===== config.mk =====
export PLATFORM = sky130hd
export DESIGN_NAME = gain_update_erasure
export DESIGN_NICKNAME = d
export VERILOG_FILES = /design/src/g729_pkg.sv /design/src/gain_update_erasure.sv
export SDC_FILE = /design/constraint.sdc
export NUM_CORES = 1
export LEC_CHECK = 0
export BUFFER_PORTS_ARGS = -buffer_cell sky130_fd_sc_hd__buf_2
export CORE_AREA = 2 2 141 143
export CTS_BUF_LIST = sky130_fd_sc_hd__clkbuf_4 sky130_fd_sc_hd__clkbuf_8
export CTS_CLUSTER_SIZE = 8
export DETAILED_ROUTE_END_ITERATION = 7
export DIE_AREA = 0 0 143 145
export GPL_ROUTABILITY_DRIVEN = 0
export GPL_TIMING_DRIVEN = 0
export PLACE_DENSITY = 0.57
export SYNTH_ARGS = -nofsm -noshare
export SYNTH_HDL_FRONTEND = slang
export SYNTH_SLANG_ARGS = --single-unit

===== constraint.sdc =====
create_clock -name clk -period 3.5 [get_ports clk]
set_input_delay 0.7 -clock clk [delete_from_list [all_inputs] [get_ports clk]]
set_output_delay 0.7 -clock clk [all_outputs]
set_load 0.03 [all_outputs]

===== src/g729_pkg.sv =====
package g729_pkg;

	////////////////////////////////////////////////////////////////////////////
	// Word types
	////////////////////////////////////////////////////////////////////////////

	// Q-format speech word and accumulator
	typedef logic signed [15:0] word16_t;
	typedef logic signed [31:0] word32_t;

	// Scratch memory address and data
	typedef logic [11:0] mem_addr_t;
	typedef logic [31:0] mem_data_t;

	////////////////////////////////////////////////////////////////////////////
	// Sizes and addresses
	////////////////////////////////////////////////////////////////////////////

	localparam int MEM_DEPTH = 4096;

	// Number of past quantized energies kept
	localparam int HISTORY_LEN = 4;

	// Index into the history
	typedef logic [$clog2(HISTORY_LEN)-1:0] hist_idx_t;

	// Entry i lives at base + i
	localparam mem_addr_t PAST_QUA_EN_ADDR = 12'h2A0;

	////////////////////////////////////////////////////////////////////////////
	// Fixed-point constants
	////////////////////////////////////////////////////////////////////////////

	localparam word16_t WORD16_MAX = 16'sh7FFF;
	localparam word16_t WORD16_MIN = 16'sh8000;
	localparam word32_t WORD32_MAX = 32'sh7FFF_FFFF;
	localparam word32_t WORD32_MIN = 32'sh8000_0000;

	// Divide the sum of four entries by four
	localparam word16_t AVG_SHIFT = 16'sd2;

	// 4.0 in Q10, negated
	localparam word16_t PRED_EN_OFFSET = -16'sd4096;

	// Lower bound of the predicted energy, -14.0 in Q10
	localparam word16_t PRED_EN_FLOOR = -16'sd14336;

	////////////////////////////////////////////////////////////////////////////
	// Test port and controller state
	////////////////////////////////////////////////////////////////////////////

	// Test side of both memory ports
	typedef struct packed {
		mem_addr_t write_addr;
		mem_addr_t read_addr;
		mem_data_t write_data;
		logic      write_en;
	} test_mem_req_t;

	typedef enum logic [2:0] {
		IDLE,
		READ,
		ACCUM,
		SCALE,
		CLAMP,
		SHIFT,
		WRITE_NEW,
		DONE
	} gue_state_t;

endpackage

===== src/gain_update_erasure.sv =====
`timescale 1ns/100ps

module gain_update_erasure
(
	input  logic                clk,
	input  logic                arst_n,
	input  logic                start,
	output logic                done,

	// Scratch memory
	input  g729_pkg::mem_data_t mem_rdata,
	output g729_pkg::mem_addr_t mem_raddr,
	output g729_pkg::mem_addr_t mem_waddr,
	output g729_pkg::mem_data_t mem_wdata,
	output logic                mem_we,

	// Shared operators
	output g729_pkg::word16_t   add_a,
	output g729_pkg::word16_t   add_b,
	input  g729_pkg::word16_t   add_out,
	output g729_pkg::word16_t   sub_a,
	output g729_pkg::word16_t   sub_b,
	input  g729_pkg::word16_t   sub_out,
	output g729_pkg::word32_t   l_add_a,
	output g729_pkg::word32_t   l_add_b,
	input  g729_pkg::word32_t   l_add_out,
	output g729_pkg::word32_t   l_shr_a,
	output g729_pkg::word16_t   l_shr_b,
	input  g729_pkg::word32_t   l_shr_out
);

	g729_pkg::gue_state_t state;
	g729_pkg::gue_state_t state_next;
	g729_pkg::hist_idx_t  idx;
	g729_pkg::hist_idx_t  rd_idx;
	g729_pkg::hist_idx_t  wr_idx;

	// Running sum and the new history value
	g729_pkg::word32_t    acc;
	g729_pkg::word16_t    pred_en;

	// History entry as returned by the memory
	g729_pkg::word16_t    hist_word;

	// Write request, registered onto the memory port
	logic                 wr_req;
	g729_pkg::mem_addr_t  wr_addr;
	g729_pkg::mem_data_t  wr_data;

	assign hist_word = g729_pkg::word16_t'(mem_rdata[15:0]);

	// Shift walk reads entry idx-1 and writes entry idx+1
	assign rd_idx = idx - 1'b1;
	assign wr_idx = idx + 1'b1;

	////////////////////////////////////////////////////////////////////////////
	// Next state
	////////////////////////////////////////////////////////////////////////////

	always_comb
	begin
		state_next = state;
		case (state)
			g729_pkg::IDLE:
			begin
				if (start)
					state_next = g729_pkg::READ;
			end
			g729_pkg::READ:
				state_next = g729_pkg::ACCUM;
			g729_pkg::ACCUM:
			begin
				// Index wraps to zero on the last entry
				if (idx == '0)
					state_next = g729_pkg::SCALE;
			end
			g729_pkg::SCALE:
				state_next = g729_pkg::CLAMP;
			g729_pkg::CLAMP:
				state_next = g729_pkg::SHIFT;
			g729_pkg::SHIFT:
			begin
				if (idx == '0)
					state_next = g729_pkg::WRITE_NEW;
			end
			g729_pkg::WRITE_NEW:
				state_next = g729_pkg::DONE;
			default:
				state_next = g729_pkg::IDLE;
		endcase
	end

	////////////////////////////////////////////////////////////////////////////
	// Memory and operator drive
	////////////////////////////////////////////////////////////////////////////

	always_comb
	begin
		mem_raddr = g729_pkg::PAST_QUA_EN_ADDR + g729_pkg::mem_addr_t'(idx);
		wr_req = 1'b0;
		wr_addr = g729_pkg::PAST_QUA_EN_ADDR;
		wr_data = mem_rdata;

		// Clamp test, negative when pred_en is below the floor
		add_a = pred_en;
		add_b = -g729_pkg::PRED_EN_FLOOR;

		// Average minus 4.0
		sub_a = g729_pkg::word16_t'(l_shr_out[15:0]);
		sub_b = -g729_pkg::PRED_EN_OFFSET;

		l_add_a = acc;
		l_add_b = {{16{hist_word[15]}}, hist_word};

		l_shr_a = acc;
		l_shr_b = g729_pkg::AVG_SHIFT;

		case (state)
			g729_pkg::SHIFT:
			begin
				mem_raddr = g729_pkg::PAST_QUA_EN_ADDR + g729_pkg::mem_addr_t'(rd_idx);
				// First pass only reads entry 2
				wr_req = (idx != g729_pkg::hist_idx_t'(g729_pkg::HISTORY_LEN - 1));
				wr_addr = g729_pkg::PAST_QUA_EN_ADDR + g729_pkg::mem_addr_t'(wr_idx);
				wr_data = mem_rdata;
			end
			g729_pkg::WRITE_NEW:
			begin
				wr_req = 1'b1;
				wr_addr = g729_pkg::PAST_QUA_EN_ADDR;
				wr_data = {{16{pred_en[15]}}, pred_en};
			end
			default:
			begin
			end
		endcase
	end

	////////////////////////////////////////////////////////////////////////////
	// Control registers
	////////////////////////////////////////////////////////////////////////////

	always_ff @(posedge clk or negedge arst_n)
	begin
		if (!arst_n)
		begin
			state <= g729_pkg::IDLE;
			idx <= '0;
			mem_we <= 1'b0;
			done <= 1'b0;
		end
		else
		begin
			state <= state_next;
			mem_we <= wr_req;
			// Last write lands at the end of DONE
			done <= (state == g729_pkg::DONE);
			case (state)
				g729_pkg::IDLE:
					idx <= '0;
				g729_pkg::READ, g729_pkg::ACCUM:
					idx <= idx + 1'b1;
				g729_pkg::CLAMP:
					idx <= g729_pkg::hist_idx_t'(g729_pkg::HISTORY_LEN - 1);
				g729_pkg::SHIFT:
					idx <= idx - 1'b1;
				default:
				begin
				end
			endcase
		end
	end

	////////////////////////////////////////////////////////////////////////////
	// Datapath registers
	////////////////////////////////////////////////////////////////////////////

	always_ff @(posedge clk)
	begin
		mem_waddr <= wr_addr;
		mem_wdata <= wr_data;
		case (state)
			g729_pkg::IDLE:
				acc <= '0;
			g729_pkg::ACCUM:
				acc <= l_add_out;
			g729_pkg::SCALE:
				pred_en <= sub_out;
			g729_pkg::CLAMP:
			begin
				if (add_out < 0)
					pred_en <= g729_pkg::PRED_EN_FLOOR;
			end
			default:
			begin
			end
		endcase
	end

endmodule


=== Yosys cells after proc, flatten, opt, wreduce, memory -nomap -nowiden ===
Index checks and enable logic that the tools add are counted.

* Register bits after elaboration: 99
* Input port bits: 131
* Output and inout bits: 234
* Word-level logic and storage cells: 45

* Add/subtract/negate cells: 5
* $lt $le $gt $ge: 1
* Equality and inequality tests: 12
* Muxes and demuxes: 11
* Reductions and logical operators: 8

{| class="wikitable"
|+ Operator list
! cell !! count
|-
| one-hot mux 32 bit (2 select lines) || 1
|-
| adder 10 x 2 -> 11 bit (first input constant) || 3
|-
| 2-to-1 mux 32 bit || 1
|-
| one-hot mux 16 bit (2 select lines) || 1
|-
| one-hot mux 3 bit (7 select lines) || 1
|-
| less-than comparator 16 x 1 -> 1 bit (second input constant) || 1
|-
| 2-to-1 mux 16 bit || 1
|-
| == test 3 bit (second input constant) || 4
|-
| 2-to-1 mux 11 bit || 1
|-
| != test 2 bit (second input constant) || 5
|-
| 2-to-1 mux 3 bit || 3
|-
| one-hot mux 2 bit (4 select lines) || 1
|-
| == test 3 x 2 -> 1 bit (second input constant) || 2
|-
| nonzero test 2 bit || 2
|-
| nonzero test 4 bit || 1
|-
| == test 3 x 1 -> 1 bit (second input constant) || 1
|-
| zero test 3 bit || 1
|-
| AND reduction 3 bit || 1
|-
| adder 2 x 1 -> 2 bit (second input constant) || 1
|-
| zero test 2 bit || 1
|-
| one-hot mux 1 bit (2 select lines) || 1
|-
| AND reduction 2 bit || 1
|-
| OR reduction 2 bit || 1
|-
| subtractor 2 x 1 -> 2 bit (second input constant) || 1
|}

=== Longest topological paths before layout ===
* Depth in word-level cells: 3
* Depth in mapped cells: 6

=== Worst setup path after synthesis ===
OpenSTA, ideal clock, no wires.

* Kind: reg2reg
* From: reg state[0]
* To: reg acc[0] (netlist: l_add_a[0]), enable pin
* Library setup time: 0.421 ns
* Arrival: 2.233 ns
* Required time: 3.079 ns
* Path slack: 0.846 ns
* Cell stages (with the launch flop): 5
* Path buffers: 0
* Clock period less this slack: 2.654 ns
* Cells stage by stage: dfrtp_1 inv_1 ha_1 nor2_1 nor2_1

* Word-level cells in the longest chain between the ends: 2
* Elaborated cells on any way between the ends: 3
* Those cells by class: 1 x eq/ne; 2 x reduce/logical

{| class="wikitable"
|+ Ends and longest elaborated chain
! element !! line !! source
|-
| start, declared || gain_update_erasure.sv:32 || <nowiki>g729_pkg::gue_state_t state;</nowiki>
|-
| start signal, assigned || gain_update_erasure.sv:147 || <nowiki>state <= g729_pkg::IDLE;</nowiki>
|-
| start signal, assigned || gain_update_erasure.sv:154 || <nowiki>state <= state_next;</nowiki>
|-
| == test 3 x 2 -> 1 bit or zero test 3 bit (tied branches) || gain_update_erasure.sv:182 || <nowiki>case (state)</nowiki>
|-
| nonzero test 2 bit (no line) (*) || n/a ||
|-
| end signal, assigned || gain_update_erasure.sv:186 || <nowiki>acc <= l_add_out;</nowiki>
|-
| end, declared || gain_update_erasure.sv:39 || <nowiki>g729_pkg::word32_t acc;</nowiki>
|}

Mark *: on every way between the ends. The rest lies on a longest branch, timed or not.
A chain may end at the register's enable or synchronous reset.

=== Worst setup path in the final report ===
* From: reg state[1]
* To: out mem_raddr[1]

* Word-level cells in the longest chain between the ends: 2

{| class="wikitable"
|+ Ends and longest elaborated chain
! element !! line !! source
|-
| == test 3 bit || gain_update_erasure.sv:118 || <nowiki>case (state)</nowiki>
|-
| 2-to-1 mux 11 bit || gain_update_erasure.sv:118 ||
|-
| end, declared || gain_update_erasure.sv:12 || <nowiki>output g729_pkg::mem_addr_t mem_raddr,</nowiki>
|}

No other way between the ends.

==> out/metrics.cfg <==
[run_status]
status=complete, no violations

[setup_path]
crit_family=buffers and inverters
cp_slowest_cell=dfrtp_1
crit_chain=inv_1 > ha_1 > buf_2 > nand2_1 > o21ai_0 > buf_2
critPathKind=reg -> out
r2r-start=state[0]
cp_num_buf_inv=3
worstPathMaxFanout=9
critPathMaxStageDelay_ns=0.41
cp.arrival_ns=1.97
path_common_cell=buf_2
required_ns=2.80
start_kind=flop
cp-end-kind=primary output
critPathLaunch=state[1]

[cts]
path_clk_slew_ns=0.10
cts_buffers=9
hold_buffers=0
root_buffer=clkbuf_8
clock-sinks=89
cts_max_level=3
cts.path.max_buffers=2
clk_latency_ns=0.36
cts_tree=yes
postCtsSetupRepairBufs=0
cts_resized=0

[sta]
finalCritPeriodShare_pct=76.2
setup_viol=0
final-hold-violation-count=0
worst_pin_slew_ns=0.886
fmax_mhz=375
fin_crit_ns=2.67
slew-limit-headroom_pct=40.8
rsz0062_at_grt=no
tns_ns=0
final_max_slew_viol_count=0
clock_skew_ns=0.0154

[place]
dp_hpwl_mm=9.15
port_buffers=249

[power_and_ir_drop]
p_sw_w=0.00255
clkPwrFrac_pct=13.9
power.internal_w=0.00295
switching_share_pct=46.4
p_per_area_nw_per_um2=841
p_comb_share_pct=54.0
power_frac_seq_pct=32.1
ir_drop_v=0.000191
power_leakage_nw=3.55

[route]
drt_first_pass_iters=4
drt-wirelength-per-cell_um=11.5
drc=0
vias=3326
drtIter0Drc=115
via_per_inst=3.40
routed_wl_mm=11.2
antenna_left=0

[layout]
mostFrequentLayoutCells=buf_2, buf_4, conb_1
utilization_pct=34.0
diodes=0
area_growth_pct=45.4
layout-drive-gt1-share_pct=62.1
finalNetCount=846
final_common_cell=buf_2

[die]
core-area_um2=19200
row_count=51
dieHeight_um=145
dieArea_um2=20700
die_w_um=143
ios=365
start_util_pct=23.4

[global_routing]
grt_max_degree=33
grt_pass1_wl_mm=15.9
antenna_found_initial=0
grt_pass1_vias=3041
grt-ovfl-total=0
gr-usage-all-layers_pct=10.0

[run]
cap_violations=0

[synth]
yosys.area.top_type=edfxtp_1
synth.avg_cell_area_um2=11.8
synth_cell_types=38
ys_async_sr_fraction_pct=7.87
syn-instance-count=382
synth.area.top_cells=edfxtp_1, buf_4, dfxtp_1
netlist.area_leader.share_pct=32.1
synth-seq-area-share_pct=51.1
synth_edf_count=48
synth_ff_type=edfxtp_1
syn-cell-area_um2=4500
yosys_warnings=0
synth-seq-cells=89

[worst_hold_path]
hp-class=in -> async

[power by group through the flow]
stage                     logic (W)  clock network, W  registers [W]
after floorplan             0.00156                 0        0.00243
after global placement      0.00298                 0        0.00180
after global routing        0.00319          0.000834        0.00180
final                       0.00297          0.000762        0.00176
after CTS                   0.00301          0.000790        0.00177
after detailed placement    0.00300                 0        0.00180
[registers in the layout, indices dropped and copies added, names as in the netlist]
signal,flops
add_a,16
done,1
idx,2
l_add_a,32
mem_waddr,2
mem_wdata,32
mem_we,1
state,3
[cells in the mapped netlist (2+ instances only)]
library cell,n
buf_4,150
edfxtp_1,48
and2_1,46
dfxtp_1,34
a21o_1,17
mux2_4,11
dfrtp_1,7
ha_1,7
nand2b_1,6
nand2_1,5
inv_1,4
mux2_2,4
buf_2,3
buf_6,3
clkbuf_2,3
nor2_1,3
o21ai_0,3
a21oi_1,2
and3_1,2
conb_1,2
mux2i_1,2
nand3_1,2
nor3_1,2
o211ai_1,2
[metal layers]
metal	vias up	part of all wire, %	global-route usage, %
li1	1684	-	-
met1	1431	39	11.2
met2	197	50	17.8
met3	14	9.2	2.77
met4	0	1.8	4.01
met5	-	0	0
[cell families (layout without fill, tap and decap cells)]
kind of cell | count (synthesis) | in the layout | synth area share, %
other cells | 2 | 68 | 0.167
fa+ha+maj | 7 | 7 | 1.95
buf+inv | 164 | 429 | 26.9
compound gates | 29 | 29 | 4.65
mux | 17 | 17 | 5.12
simple gates | 73 | 73 | 9.96
xor+xnor | 1 | 1 | 0.195
flops | 89 | 89 | 51.1
[layout make-up]
class                   count  area (µm²)
fillers                  1966       12700
flip-flops and latches     89        2300
multi-input cells         195        1250
repair buffers            249        1250
plain buffers             160        1190
well taps                 265         332
clock buffers              10         138
clock inverters             6        71.3
inverters                   4        15.0
[path summary, 6_finish.rpt]
kind                            endpoint  slack (ns)  cells after the start
min in group clk           mem_wdata[13]        0.51                      1
min                               idx[1]        0.15                      1
max reg2reg                  l_add_a[27]        1.35                      4
min reg2reg                mem_wdata[13]        0.51                      1
max in group asynchronous         mem_we        3.17                      1
max                         mem_raddr[1]        0.83                      6
[metrics by stage]
stage	total power (W)	cell area, µm²	cells	worst slack (ns)	hold slack, ns
after detailed placement	0.00480	6330	962	1.21	0.489
final	0.00550	6540	978	0.834	0.154
after global routing	0.00583	6540	978	0.641	0.139
after global placement	0.00478	6320	962	0.0218	0.482
after CTS	0.00557	6540	978	0.783	0.139
after floorplan	0.00399	4740	448	0.846	0.404
Note: power is estimated with default switching activity, not from simulation.
