--- src/g729_pkg.sv ---
package g729_pkg;

	////////////////////////////////////////////////////////////////////////////
	// Word types
	////////////////////////////////////////////////////////////////////////////

	// Q-format speech word and accumulator
	typedef logic signed [15:0] word16_t;
	typedef logic signed [31:0] word32_t;

	// Scratch memory address and data
	typedef logic [11:0] mem_addr_t;
	typedef logic [31:0] mem_data_t;

	////////////////////////////////////////////////////////////////////////////
	// Sizes and addresses
	////////////////////////////////////////////////////////////////////////////

	localparam int MEM_DEPTH = 4096;

	// Number of past quantized energies kept
	localparam int HISTORY_LEN = 4;

	// Index into the history
	typedef logic [$clog2(HISTORY_LEN)-1:0] hist_idx_t;

	// Entry i lives at base + i
	localparam mem_addr_t PAST_QUA_EN_ADDR = 12'h2A0;

	////////////////////////////////////////////////////////////////////////////
	// Fixed-point constants
	////////////////////////////////////////////////////////////////////////////

	localparam word16_t WORD16_MAX = 16'sh7FFF;
	localparam word16_t WORD16_MIN = 16'sh8000;
	localparam word32_t WORD32_MAX = 32'sh7FFF_FFFF;
	localparam word32_t WORD32_MIN = 32'sh8000_0000;

	// Divide the sum of four entries by four
	localparam word16_t AVG_SHIFT = 16'sd2;

	// 4.0 in Q10, negated
	localparam word16_t PRED_EN_OFFSET = -16'sd4096;

	// Lower bound of the predicted energy, -14.0 in Q10
	localparam word16_t PRED_EN_FLOOR = -16'sd14336;

	////////////////////////////////////////////////////////////////////////////
	// Test port and controller state
	////////////////////////////////////////////////////////////////////////////

	// Test side of both memory ports
	typedef struct packed {
		mem_addr_t write_addr;
		mem_addr_t read_addr;
		mem_data_t write_data;
		logic      write_en;
	} test_mem_req_t;

	typedef enum logic [2:0] {
		IDLE,
		READ,
		ACCUM,
		SCALE,
		CLAMP,
		SHIFT,
		WRITE_NEW,
		DONE
	} gue_state_t;

endpackage
--- src/basic_ops.sv ---
`timescale 1ns/100ps

module basic_ops
(
	input  g729_pkg::word16_t add_a,
	input  g729_pkg::word16_t add_b,
	input  g729_pkg::word16_t sub_a,
	input  g729_pkg::word16_t sub_b,
	input  g729_pkg::word32_t l_add_a,
	input  g729_pkg::word32_t l_add_b,
	input  g729_pkg::word32_t l_shr_a,
	input  g729_pkg::word16_t l_shr_b,
	output g729_pkg::word16_t add_out,
	output g729_pkg::word16_t sub_out,
	output g729_pkg::word32_t l_add_out,
	output g729_pkg::word32_t l_shr_out
);

	// One extra bit catches the carry into the sign
	logic signed [16:0] add_wide;
	logic signed [16:0] sub_wide;
	logic signed [32:0] l_add_wide;

	// Left shift path for negative counts
	logic signed [16:0] shl_cnt;
	logic [5:0]         shl_amt;
	logic signed [63:0] shl_wide;

	function automatic g729_pkg::word16_t sat16(input logic signed [16:0] v);
		if (v[16] != v[15])
			return v[16] ? g729_pkg::WORD16_MIN : g729_pkg::WORD16_MAX;
		return v[15:0];
	endfunction

	function automatic g729_pkg::word32_t sat32(input logic signed [32:0] v);
		if (v[32] != v[31])
			return v[32] ? g729_pkg::WORD32_MIN : g729_pkg::WORD32_MAX;
		return v[31:0];
	endfunction

	////////////////////////////////////////////////////////////////////////////
	// 16-bit add and subtract
	////////////////////////////////////////////////////////////////////////////

	always_comb
	begin
		add_wide = add_a + add_b;
		sub_wide = sub_a - sub_b;
		add_out = sat16(add_wide);
		sub_out = sat16(sub_wide);
	end

	////////////////////////////////////////////////////////////////////////////
	// 32-bit add
	////////////////////////////////////////////////////////////////////////////

	always_comb
	begin
		l_add_wide = l_add_a + l_add_b;
		l_add_out = sat32(l_add_wide);
	end

	////////////////////////////////////////////////////////////////////////////
	// 32-bit arithmetic shift right
	////////////////////////////////////////////////////////////////////////////

	always_comb
	begin
		// Magnitude of a negative count, -32768 included
		shl_cnt = -{l_shr_b[15], l_shr_b};
		// Any count of 32 or more saturates a nonzero value
		shl_amt = (shl_cnt > 17'sd32) ? 6'd32 : shl_cnt[5:0];
		shl_wide = {{32{l_shr_a[31]}}, l_shr_a} << shl_amt;

		if (l_shr_b < 0)
		begin
			if (shl_wide[63:31] != {33{shl_wide[63]}})
				l_shr_out = shl_wide[63] ? g729_pkg::WORD32_MIN : g729_pkg::WORD32_MAX;
			else
				l_shr_out = shl_wide[31:0];
		end
		else if (l_shr_b > 16'sd31)
			l_shr_out = l_shr_a >>> 31;
		else
			l_shr_out = l_shr_a >>> l_shr_b[4:0];
	end

endmodule

--- config.mk ---
export PLATFORM = sky130hd
export DESIGN_NAME = basic_ops
export DESIGN_NICKNAME = d
export VERILOG_FILES = /design/src/g729_pkg.sv /design/src/basic_ops.sv
export SDC_FILE = /design/constraint.sdc
export NUM_CORES = 1
export LEC_CHECK = 0
export BUFFER_PORTS_ARGS = -buffer_cell sky130_fd_sc_hd__buf_4
export CAP_MARGIN = 20
export CORE_AREA = 2 2 143 145
export DETAILED_ROUTE_END_ITERATION = 7
export DIE_AREA = 0 0 145 147
export PLACE_DENSITY_LB_ADDON = 0.05
export RECOVER_POWER = 100
export SYNTH_ARGS = -nofsm -noshare
export SYNTH_HDL_FRONTEND = slang
export SYNTH_SLANG_ARGS = --single-unit
--- constraint.sdc ---
create_clock -name vclk -period 20
set_input_delay 5 -clock vclk [all_inputs]
set_output_delay 5 -clock vclk [all_outputs]
set_load 0.02 [all_outputs]
# [Yosys cells after proc, flatten, opt, wreduce, memory -nomap -nowiden]
# Cells that the tools add are included.
# W data, S select, Z words.
[word_totals] regBits=0 in_bits=176 out_inout_bits=96 wordCells=30
[op_classes] addsub=4 order_cmp=3 n_eq_ne=4 shifts=2 n_mux=17
[op_table] cell="$mux W32" n=7
[op_table] cell="$mux W16" n=6
[op_table] cell="$shl A64 B6 Y64" n=1
[op_table] cell="$add A32 B32 Y33" n=1
[op_table] cell="$ne A32 B32 Y1" n=1
[op_table] cell="$sshr A32 B5 Y32" n=1
[op_table] cell="$add A16 B16 Y17" n=1
[op_table] cell="$gt A17 B7 Y1 const B" n=1
[op_table] cell="$neg A17 Y17" n=1
[op_table] cell="$sub A16 B16 Y17" n=1
[op_table] cell="$gt A16 B6 Y1 const B" n=1
[op_table] cell="$lt A16 B1 Y1 const B" n=1
[op_table] cell="$mux W6" n=1
[op_table] cell="$mux W1" n=3
[op_table] cell="$ne A1 B1 Y1" n=3

# [Logic depth before layout (Yosys ltp)]
# Gate-level depths: netlist (run 1).
[depth] ltp_word=7 ltp_mapped=27 ltp_nobuf=17

# [Least setup slack after synthesis (run 1)]
# OpenSTA, ideal clock, no wires.
[synth_path] path_kind="input port to output port" start="input l_shr_b[0]" end="output l_shr_out[1]" arrival_time_ns=10.864 t_required_ns=15.000 slack_ns=4.136 cell_stages=24 n_path_buf=8 cell_sequence="buf_6 -> clkinv_1 -> clkbuf_1 -> clkbuf_1 -> buf_1 -> ha_1 -> or4b_2 -> nor3_1 -> mux2_2 -> a211o_1 -> o31a_1 -> buf_6 -> buf_6 -> o221ai_2 -> o22ai_1 -> a221o_1 -> a2111o_1 -> a31oi_1 -> nor4_1 -> and4_4 -> buf_6 -> a221o_2 -> buf_6 -> a31oi_1"
[synth_between] elab_chain_cells=7 elab_cells_between_ends=12 cone_classes="1 x add/sub; 3 x order compare; 1 x eq/ne; 2 x shift; 5 x mux"
[synth_rtl] element="from (decl)" line="basic_ops.sv:12" rtl="input g729_pkg::word16_t l_shr_b,"
[synth_rtl] element="$neg A17 Y17" line="basic_ops.sv:70" rtl="shl_cnt = -{l_shr_b[15], l_shr_b};"
[synth_rtl] element="$gt A17 B7 Y1" line="basic_ops.sv:72" rtl="shl_amt = (shl_cnt > 17'sd32) ? 6'd32 : shl_cnt[5:0];"
[synth_rtl] element="$mux W6" line="basic_ops.sv:72"
[synth_rtl] element="$shl A64 B6 Y64" line="basic_ops.sv:73" rtl="shl_wide = {{32{l_shr_a[31]}}, l_shr_a} << shl_amt;"
[synth_rtl] element="$ne A32 B32 Y1 or $mux W32 (tied branches)" line="basic_ops.sv:77, basic_ops.sv:78"
[synth_rtl] element="$mux W32" line="basic_ops.sv:77" rtl="if (shl_wide[63:31] != {33{shl_wide[63]}})"
[synth_rtl] element="$mux W32 (*)" line="basic_ops.sv:75" rtl="if (l_shr_b < 0)"
[synth_rtl] element="to (decl)" line="basic_ops.sv:16" rtl="output g729_pkg::word32_t l_shr_out"
# Every way passes the cells marked *; elsewhere a longest branch is shown, timed or not.

# [Worst setup path in the final report (run 1)]
[layout_path] start="input l_shr_b[0]" end="output l_shr_out[4]"
# The elaborated chain is that of the path after synthesis.

==> impl_metrics.env, run 1 <==
export IMPL_outcome="finished with violations"
export IMPL_failed_checks="max-capacitance violations, max-slew violations"
export IMPL_syn_area_um2=9710
export IMPL_vdd_drop_max_mv=0.0266
export IMPL_avgSynthCellArea_um2=6.39
export IMPL_drt_iter0_markers=1467
export IMPL_synthesis_nets=1763
export IMPL_ios=272
export IMPL_critPathSlowestCell="clkbuf_1"
export IMPL_grt_overflow=0
export IMPL_initial_utilization_pct=48.9
export IMPL_die_y_um=147
export IMPL_grt_pass1_wl_um=65100
export IMPL_dp_hpwl_um=32600
export IMPL_drt_wl_total_um=41900
export IMPL_post_route_util_pct=57.3
export IMPL_hp_class="primary input to output port"
export IMPL_antenna_found_initial=0
export IMPL_start_kind="primary input"
export IMPL_path_class="primary input to output port"
export IMPL_die_x_um=145
export IMPL_placed_cells=1964
export IMPL_crit_fanout=41
export IMPL_place_area_um2=11700
export IMPL_drc=0
export IMPL_design_seq_count=0
export IMPL_path_buf_inv=6
export IMPL_final_cell_mix="buf_4 (201), nand2_1 (188), a21oi_1 (157), o21ai_0 (126), nor2_1 (116)"
export IMPL_wl_per_cell_um=21.3
export IMPL_grt_usage_pct=37.1
export IMPL_setup_tns_ps=0
export IMPL_numPortBuffers=272
export IMPL_power_static_leakage_nw=4.95
export IMPL_drv_slew=42
export IMPL_syn_to_final_growth_pct=17.2
export IMPL_antenna_cells=0
export IMPL_gp_congestion=1.00
export IMPL_nClkBuffers=0
export IMPL_arrival_ps=13160
export IMPL_final_nets=1942
export IMPL_grt_pass1_vias=12200
export IMPL_relSlewSlack_pct=-35.0
export IMPL_ys_types=95
export IMPL_nFillCells=2102
export IMPL_tightestPinTransition_ps=2020
export IMPL_post_cts_buffers=0
export IMPL_endpoint_kind="output port"
export IMPL_fin_crit_ps=18160
export IMPL_core_um2=19800
export IMPL_crit_top_cell="buf_4"
export IMPL_drive_above_1_share_pct=15.9
export IMPL_slowest_delay_ps=1490
export IMPL_final_common_cell="buf_4"
export IMPL_ys_seq_area_share_pct=0
export IMPL_clock_fmax_ghz=0.0551
export IMPL_crit_family="compound AO/OA/AOI/OAI gates"
export IMPL_num_vias=13100
export IMPL_crit_path_cell_trace="buf_4 > clkinv_1 > buf_4 > ha_1 > or4b_2 > nor3_1 > mux2_2 > a211o_1 > o31ai_4 > buf_4 > clkbuf_1 > nand2_1 > a221oi_1 > a221o_1 > mux2_2 > a31oi_1 > nor4_1 > and4_4 > a221o_2 > a31oi_1 > clkbuf_1"
export IMPL_synthCells=1518
export IMPL_cts_hold_buf=0
export IMPL_row_count=52
export IMPL_grt_max_degree=78
export IMPL_yosysWarnings=0
export IMPL_setup_violations=0
export IMPL_regArea_um2=0
export IMPL_dieArea_um2=21300
export IMPL_hold_violations=0
export IMPL_cap_violations=1
export IMPL_power_density_nw_per_um2=41.2
export IMPL_fin_area_um2=11400
export IMPL_crit_required_ps=15000
export IMPL_firstDrtPassIters=6
export IMPL_fin_ws_ps=1840
export IMPL_instances_no_fill=1965
export IMPL_cts_resized=0
export IMPL_ant_nets=0
export IMPL_via_per_inst=6.67
export IMPL_dp_slack_ps=3380
export IMPL_rsz0062_at_grt="false"
export IMPL_fin_crit_sh_pct=90.8
## metal layers
| layer | part of all wire [%] | global-route usage [%] |
|---|---|---|
| met5 | 0 | 0 |
| met4 | 6.7 | 21.0 |
| met2 | 45 | 60.9 |
| met1 | 38 | 46.2 |
| met3 | 10 | 6.15 |
## cell type report
class	instances	area, um2	share of cell area (%)
Inverter	77	289	2.54
Multi-Input combinational cell	1325	8870	78.0
Tap cell	270	338	2.97
Timing Repair Buffer	293	1880	16.5
## per-stage QoR
step	power, mW	hold WS, ps
6_report	0.468	10450
5_1_grt	0.504	10500
4_1_cts	0.494	10440
3_5_place_dp	0.491	10440
3_3_place_gp	0.490	10440
2_1_floorplan	0.316	10320
## cells in the mapped netlist, types with 26 or more instances
master	count	area share, %
a31oi_1	43	2.8
a21oi_1	157	8.1
ha_1	66	8.5
clkbuf_1	66	2.6
mux2i_1	68	7.0
a21o_1	26	2.0
o21ai_0	126	6.5
nor2_1	116	4.5
xnor2_1	31	2.8
inv_1	74	2.9
nand2_1	188	7.3
nor3_1	40	2.1
nand3_1	46	2.4
## final timing paths
kind	startpoint	end	slack, ps	depth (start not counted)
min	sub_b[0]	sub_out[0]	10450	4
max	l_shr_b[0]	l_shr_out[4]	1840	21
## where the power goes
part,internal (mW),leakage [nW],total [mW],switching [mW]
combinational,0.164,4.95,0.468,0.304
sequential,0,0,0,0
clock,0,0,0,0
total,0.164,4.95,0.468,0.304
## logic make-up after synthesis
family	after synthesis	share of synthesized area, %
AND/OR/NAND/NOR	517	25.1
XOR/XNOR	46	4.15
adder cells (fa/ha/maj)	73	9.54
AO/OA/AOI/OAI	588	40.0
multiplexers	101	12.6
buffers and inverters	193	8.69
Note: power is estimated with default switching activity, not from simulation.
==> inputs of run 2 (changes only) <==
clock period = 20.3 ns   (was 20 ns; I/O delays follow)
==> run 2 against run 1 <==
Net effect: the run now ends clean; first-iteration DRC count increased by 16%; non-clock buffer count decreased by 2; critical path depth decreased by 1; setup slack improved by 390 ps; largest cell class unchanged; highest routed layer unchanged.
==> impl_metrics.env, run 2 (synthesis gave the netlist of run 1 again) <==
export IMPL_drc=0
export IMPL_setup_violations=0
export IMPL_cap_violations=0
export IMPL_drive_above_1_share_pct=15.7
export IMPL_instances_no_fill=1963
export IMPL_die_x_um=145
export IMPL_row_count=52
export IMPL_fin_ws_ps=2220
export IMPL_post_cts_buffers=0
export IMPL_ios=272
export IMPL_power_density_nw_per_um2=40.5
export IMPL_outcome="complete, no violations"
export IMPL_drv_slew=0
export IMPL_grt_use_met1_pct=45.8
export IMPL_grt_pass1_wl_um=64000
export IMPL_hold_start="sub_b[0]"
export IMPL_arrival_ps=13000
export IMPL_min_to="sub_out[0]"
export IMPL_firstDrtPassIters=6
export IMPL_design_seq_count=0
export IMPL_start_kind="primary input"
export IMPL_clock_fmax_ghz=0.0553
export IMPL_grt_use_met3_pct=4.44
export IMPL_dp_slack_ps=3320
export IMPL_path_class="primary input to output port"
export IMPL_final_nets=1940
export IMPL_final_cell_mix="buf_4 (199), nand2_1 (188), a21oi_1 (157), o21ai_0 (126), nor2_1 (116)"
export IMPL_gr_max_usage_layer="met2"
export IMPL_relSlewSlack_pct=26.4
export IMPL_numPortBuffers=272
export IMPL_antenna_found_initial=0
export IMPL_placed_cells=1963
export IMPL_hold_violations=0
export IMPL_power_static_leakage_nw=4.93
export IMPL_dp_hpwl_um=32400
export IMPL_cts_hold_buf=0
export IMPL_drt_wl_total_um=41600
export IMPL_initial_utilization_pct=48.9
export IMPL_endpoint_kind="output port"
export IMPL_gp_congestion=0.978
export IMPL_setup_tns_ps=0
export IMPL_grt_pass1_vias=12100
export IMPL_grt_max_degree=79
export IMPL_via_per_inst=6.63
export IMPL_final_common_cell="buf_4"
export IMPL_cts_resized=0
export IMPL_multi_input_comb_area_um2=8870
export IMPL_crit_fanout=58
export IMPL_finalPower_uw=459
export IMPL_grtUsageMet2_pct=60.9
export IMPL_regArea_um2=0
export IMPL_die_y_um=147
export IMPL_num_vias=13000
export IMPL_hold_depth=4
export IMPL_nClkBuffers=0
export IMPL_vdd_drop_max_mv=0.0231
export IMPL_fin_crit_ps=18080
export IMPL_antenna_cells=0
export IMPL_nFillCells=2142
export IMPL_crit_required_ps=15230
export IMPL_fin_crit_sh_pct=89.1
export IMPL_ant_nets=0
export IMPL_rsz0062_at_grt="false"
export IMPL_grt_overflow=0
export IMPL_drt_iter0_markers=1707
export IMPL_tightestPinTransition_ps=1100
export IMPL_dieArea_um2=21300
export IMPL_syn_to_final_growth_pct=16.8
export IMPL_grt_usage_pct=36.5
export IMPL_wl_per_cell_um=21.2
export IMPL_core_um2=19800
export IMPL_hp_class="primary input to output port"
-- run 2: cell count changes in the layout (fill, tap and decap cells not counted) --
cell      delta
a221o_1      +1
a221o_2      -1
and4_1       +1
and4_4       -1
buf_16       -1
buf_4        -2
clkbuf_1     +1
nor4_1       -1
nor4_2       +1
-- run 2: worst max path at each step --
stage | startpoint | endpoint | slack, ps | cells past startpoint
after floorplan | l_shr_b[0] | l_shr_out[1] | 4290 | 24
after global placement | l_shr_b[0] | l_shr_out[22] | 3560 | 20
after detailed placement | l_shr_b[0] | l_shr_out[12] | 3320 | 20
after CTS | l_shr_b[0] | l_shr_out[12] | 3320 | 20
after global routing | l_shr_b[0] | l_shr_out[12] | 1770 | 20
final | l_shr_b[0] | l_shr_out[20] | 2220 | 20
-- run 2: worst max-delay path, stage by stage --
cell and delay [ps]:
buf_4 120, clkinv_1 40, buf_4 370, ha_1 270
or4b_2 660, nor3_1 210, mux2_2 360, a211o_1 300
o31ai_4 180, buf_4 580, nand2_1 850, nor2_1 670
a221o_1 340, mux2_2 190, a31oi_1 100, nor4_1 260
and4_1 920, a221o_1 950, a31oi_1 230, clkbuf_1 240
-- run 2: metal layers --
metal / vias to the layer above / wire (um)
li1: 6068 / -
met1: 5925 / 16200
met2: 830 / 18600
met3: 194 / 3880
met4: 0 / 2930
met5: - / 0
-- run 2: final cells by class --
type / count / share of cell area, %
Tap cell: 270 / 2.98
Multi-Input combinational cell: 1325 / 78.2
Timing Repair Buffer: 291 / 16.2
Inverter: 77 / 2.55
-- run 2: stage by stage --
stage	hold slack, ps	cell area [um2]	util [%]
detailed placement	10590	11700	58.9
global route	10650	11300	57.1
finish	10600	11300	57.1
global placement	10590	11700	58.9
CTS	10590	11700	58.9
floorplan	10470	9710	-
-- run 2: report_power, final --
| group | leakage [nW] | total (mW) | switching (mW) | internal, mW |
|---|---|---|---|---|
| clock network | 0 | 0 | 0 | 0 |
| logic | 4.93 | 0.459 | 0.299 | 0.160 |
| registers | 0 | 0 | 0 | 0 |
| total | 4.93 | 0.459 | 0.299 | 0.160 |
==> inputs of run 3 (changes only) <==
GPL_TIMING_DRIVEN = 1   (was default)
PLACE_DENSITY = 0.75   (was default)
PLACE_DENSITY_LB_ADDON = default   (was 0.05)
clock period = 19.59 ns   (was 20.3 ns; I/O delays follow)
==> run 3 against run 2 <==
Net effect: setup slack worse by 430 ps; sequential share of layout area unchanged; first-iteration DRC count up 2.0%; flip-flop and latch count unchanged.
==> impl_metrics.env, run 3 (synthesis gave the netlist of run 1 again) <==
export IMPL_crit_path_cell_trace="buf_4 > clkinv_1 > buf_4 > ha_1 > or4b_2 > nor3_1 > mux2_2 > a211o_1 > o31ai_4 > buf_4 > nand2_1 > nor2_1 > a211o_1 > and4_1 > or4b_2 > nand3_1 > and4_4 > a221o_1 > a31oi_1 > clkbuf_1"
export IMPL_path_class="primary input to output port"
export IMPL_critPathSlowestCell="a221o_1"
export IMPL_dieArea_um2=21300
export IMPL_ios=272
export IMPL_antenna_found_initial=0
export IMPL_met1Wirelength_um=16200
export IMPL_row_count=52
export IMPL_setup_violations=0
export IMPL_drv_slew=0
export IMPL_vdd_drop_max_mv=0.0274
export IMPL_fin_hold_ws_ps=10230
export IMPL_design_seq_count=0
export IMPL_power_static_leakage_nw=4.94
export IMPL_via_per_inst=6.66
export IMPL_tightestPinTransition_ps=1210
export IMPL_drt_iter0_markers=1741
export IMPL_final_common_cell="buf_4"
export IMPL_arrival_ps=12900
export IMPL_power_frac_clock_pct=0
export IMPL_clock_fmax_ghz=0.0562
export IMPL_dp_slack_ps=2860
export IMPL_start_kind="primary input"
export IMPL_relSlewSlack_pct=18.7
export IMPL_switching_share_pct=65.3
export IMPL_routed_top_layer="met4"
export IMPL_die_y_um=147
export IMPL_nClkBuffers=0
export IMPL_crit_fanout=41
export IMPL_combinationalPowerShare_pct=100.0
export IMPL_finalPower_uw=481
export IMPL_grt_pass1_vias=12500
export IMPL_grt_pass1_wl_um=67200
export IMPL_cap_violations=0
export IMPL_firstDrtPassIters=6
export IMPL_post_cts_buffers=0
export IMPL_seq_power_share_pct=0
export IMPL_fin_ws_ps=1790
export IMPL_gp_congestion=1.02
export IMPL_hold_depth=4
export IMPL_crit_top_cell="buf_4"
export IMPL_drt_wl_total_um=43500
export IMPL_endpoint_kind="output port"
export IMPL_antenna_cells=0
export IMPL_syn_to_final_growth_pct=16.8
export IMPL_outcome="complete, no violations"
export IMPL_drc=0
export IMPL_grt_overflow=0
export IMPL_num_vias=13100
export IMPL_fin_crit_sh_pct=90.9
export IMPL_drive_above_1_share_pct=15.8
export IMPL_power_density_nw_per_um2=42.4
export IMPL_p_int_uw=167
export IMPL_rsz0062_at_grt="false"
export IMPL_core_um2=19800
export IMPL_numPortBuffers=272
export IMPL_hold_start="sub_b[0]"
export IMPL_route_met3_wl_um=4290
export IMPL_p_switching_uw=314
export IMPL_cts_hold_buf=0
export IMPL_final_nets=1940
export IMPL_setup_tns_ps=0
export IMPL_wl_per_cell_um=22.2
export IMPL_dp_hpwl_um=33900
export IMPL_cts_resized=0
export IMPL_initial_utilization_pct=48.9
export IMPL_hp_class="primary input to output port"
export IMPL_crit_required_ps=14690
export IMPL_hold_violations=0
export IMPL_ant_nets=0
export IMPL_min_to="sub_out[0]"
export IMPL_slowest_delay_ps=920
export IMPL_regArea_um2=0
export IMPL_grt_usage_pct=38.6
export IMPL_dr_wl_met2_um=19900
export IMPL_fin_crit_ps=17800
export IMPL_grt_max_degree=79
export IMPL_die_x_um=145
export IMPL_final_cell_mix="buf_4 (202), nand2_1 (189), a21oi_1 (157), o21ai_0 (126), nor2_1 (116)"
==> run 3: cell types whose count changed in the layout (fill, tap and decap cells not counted) <==
cell / previous run / this run
nand2_2: 1 / 0
nand2_1: 188 / 189
and4_4: 0 / 1
and4_1: 5 / 4
nor4_1: 8 / 9
nor4_2: 1 / 0
clkbuf_1: 92 / 89
buf_4: 199 / 202
==> run 3: power by group through the flow <==
stage | registers (mW) | logic, mW | clock network [mW]
final | 0 | 0.481 | 0
after global placement | 0 | 0.501 | 0
after floorplan | 0 | 0.323 | 0
after CTS | 0 | 0.506 | 0
after detailed placement | 0 | 0.504 | 0
after global routing | 0 | 0.517 | 0
==> run 3: how the worst max path moves through the flow <==
stage / from / to / slack (ps) / depth (start not counted)
final: l_shr_b[0] / l_shr_out[19] / 1790 / 20
after global placement: l_shr_b[0] / l_shr_out[5] / 3010 / 20
after global routing: l_shr_b[0] / l_shr_out[19] / 1370 / 20
after detailed placement: l_shr_b[0] / l_shr_out[19] / 2860 / 20
after CTS: l_shr_b[0] / l_shr_out[19] / 2840 / 20
after floorplan: l_shr_b[0] / l_shr_out[1] / 3930 / 24
==> run 3: worst max-delay path: cells and delay by family <==
family	cells	cell delay [ps]
buf+inv	5	1320
mux	1	370
simple gates	8	3570
fa+ha+maj	1	260
compound gates	5	2420
==> run 3: layout make-up <==
| class | instances | area, um2 |
|---|---|---|
| multi-input combinational | 1325 | 8860 |
| timing repair buffer | 291 | 1850 |
| fill | 2099 | 8500 |
| tap | 270 | 338 |
| inverter | 77 | 289 |
==> run 3: metal layers <==
layer	global-route usage, %	vias up
met5	0	-
met4	24.9	0
met3	7.33	198
met2	64.5	838
met1	45.4	5987
li1	-	6052
==> run 3: through the flow <==
step           std cells  cell area [um2]  utilization, %
2_1_floorplan       1518             9710               -
3_3_place_gp        1963            11700            58.9
3_5_place_dp        1963            11700            58.9
4_1_cts             1963            11700            58.9
5_1_grt             1963            11300            57.2
6_report            1963            11300            57.2
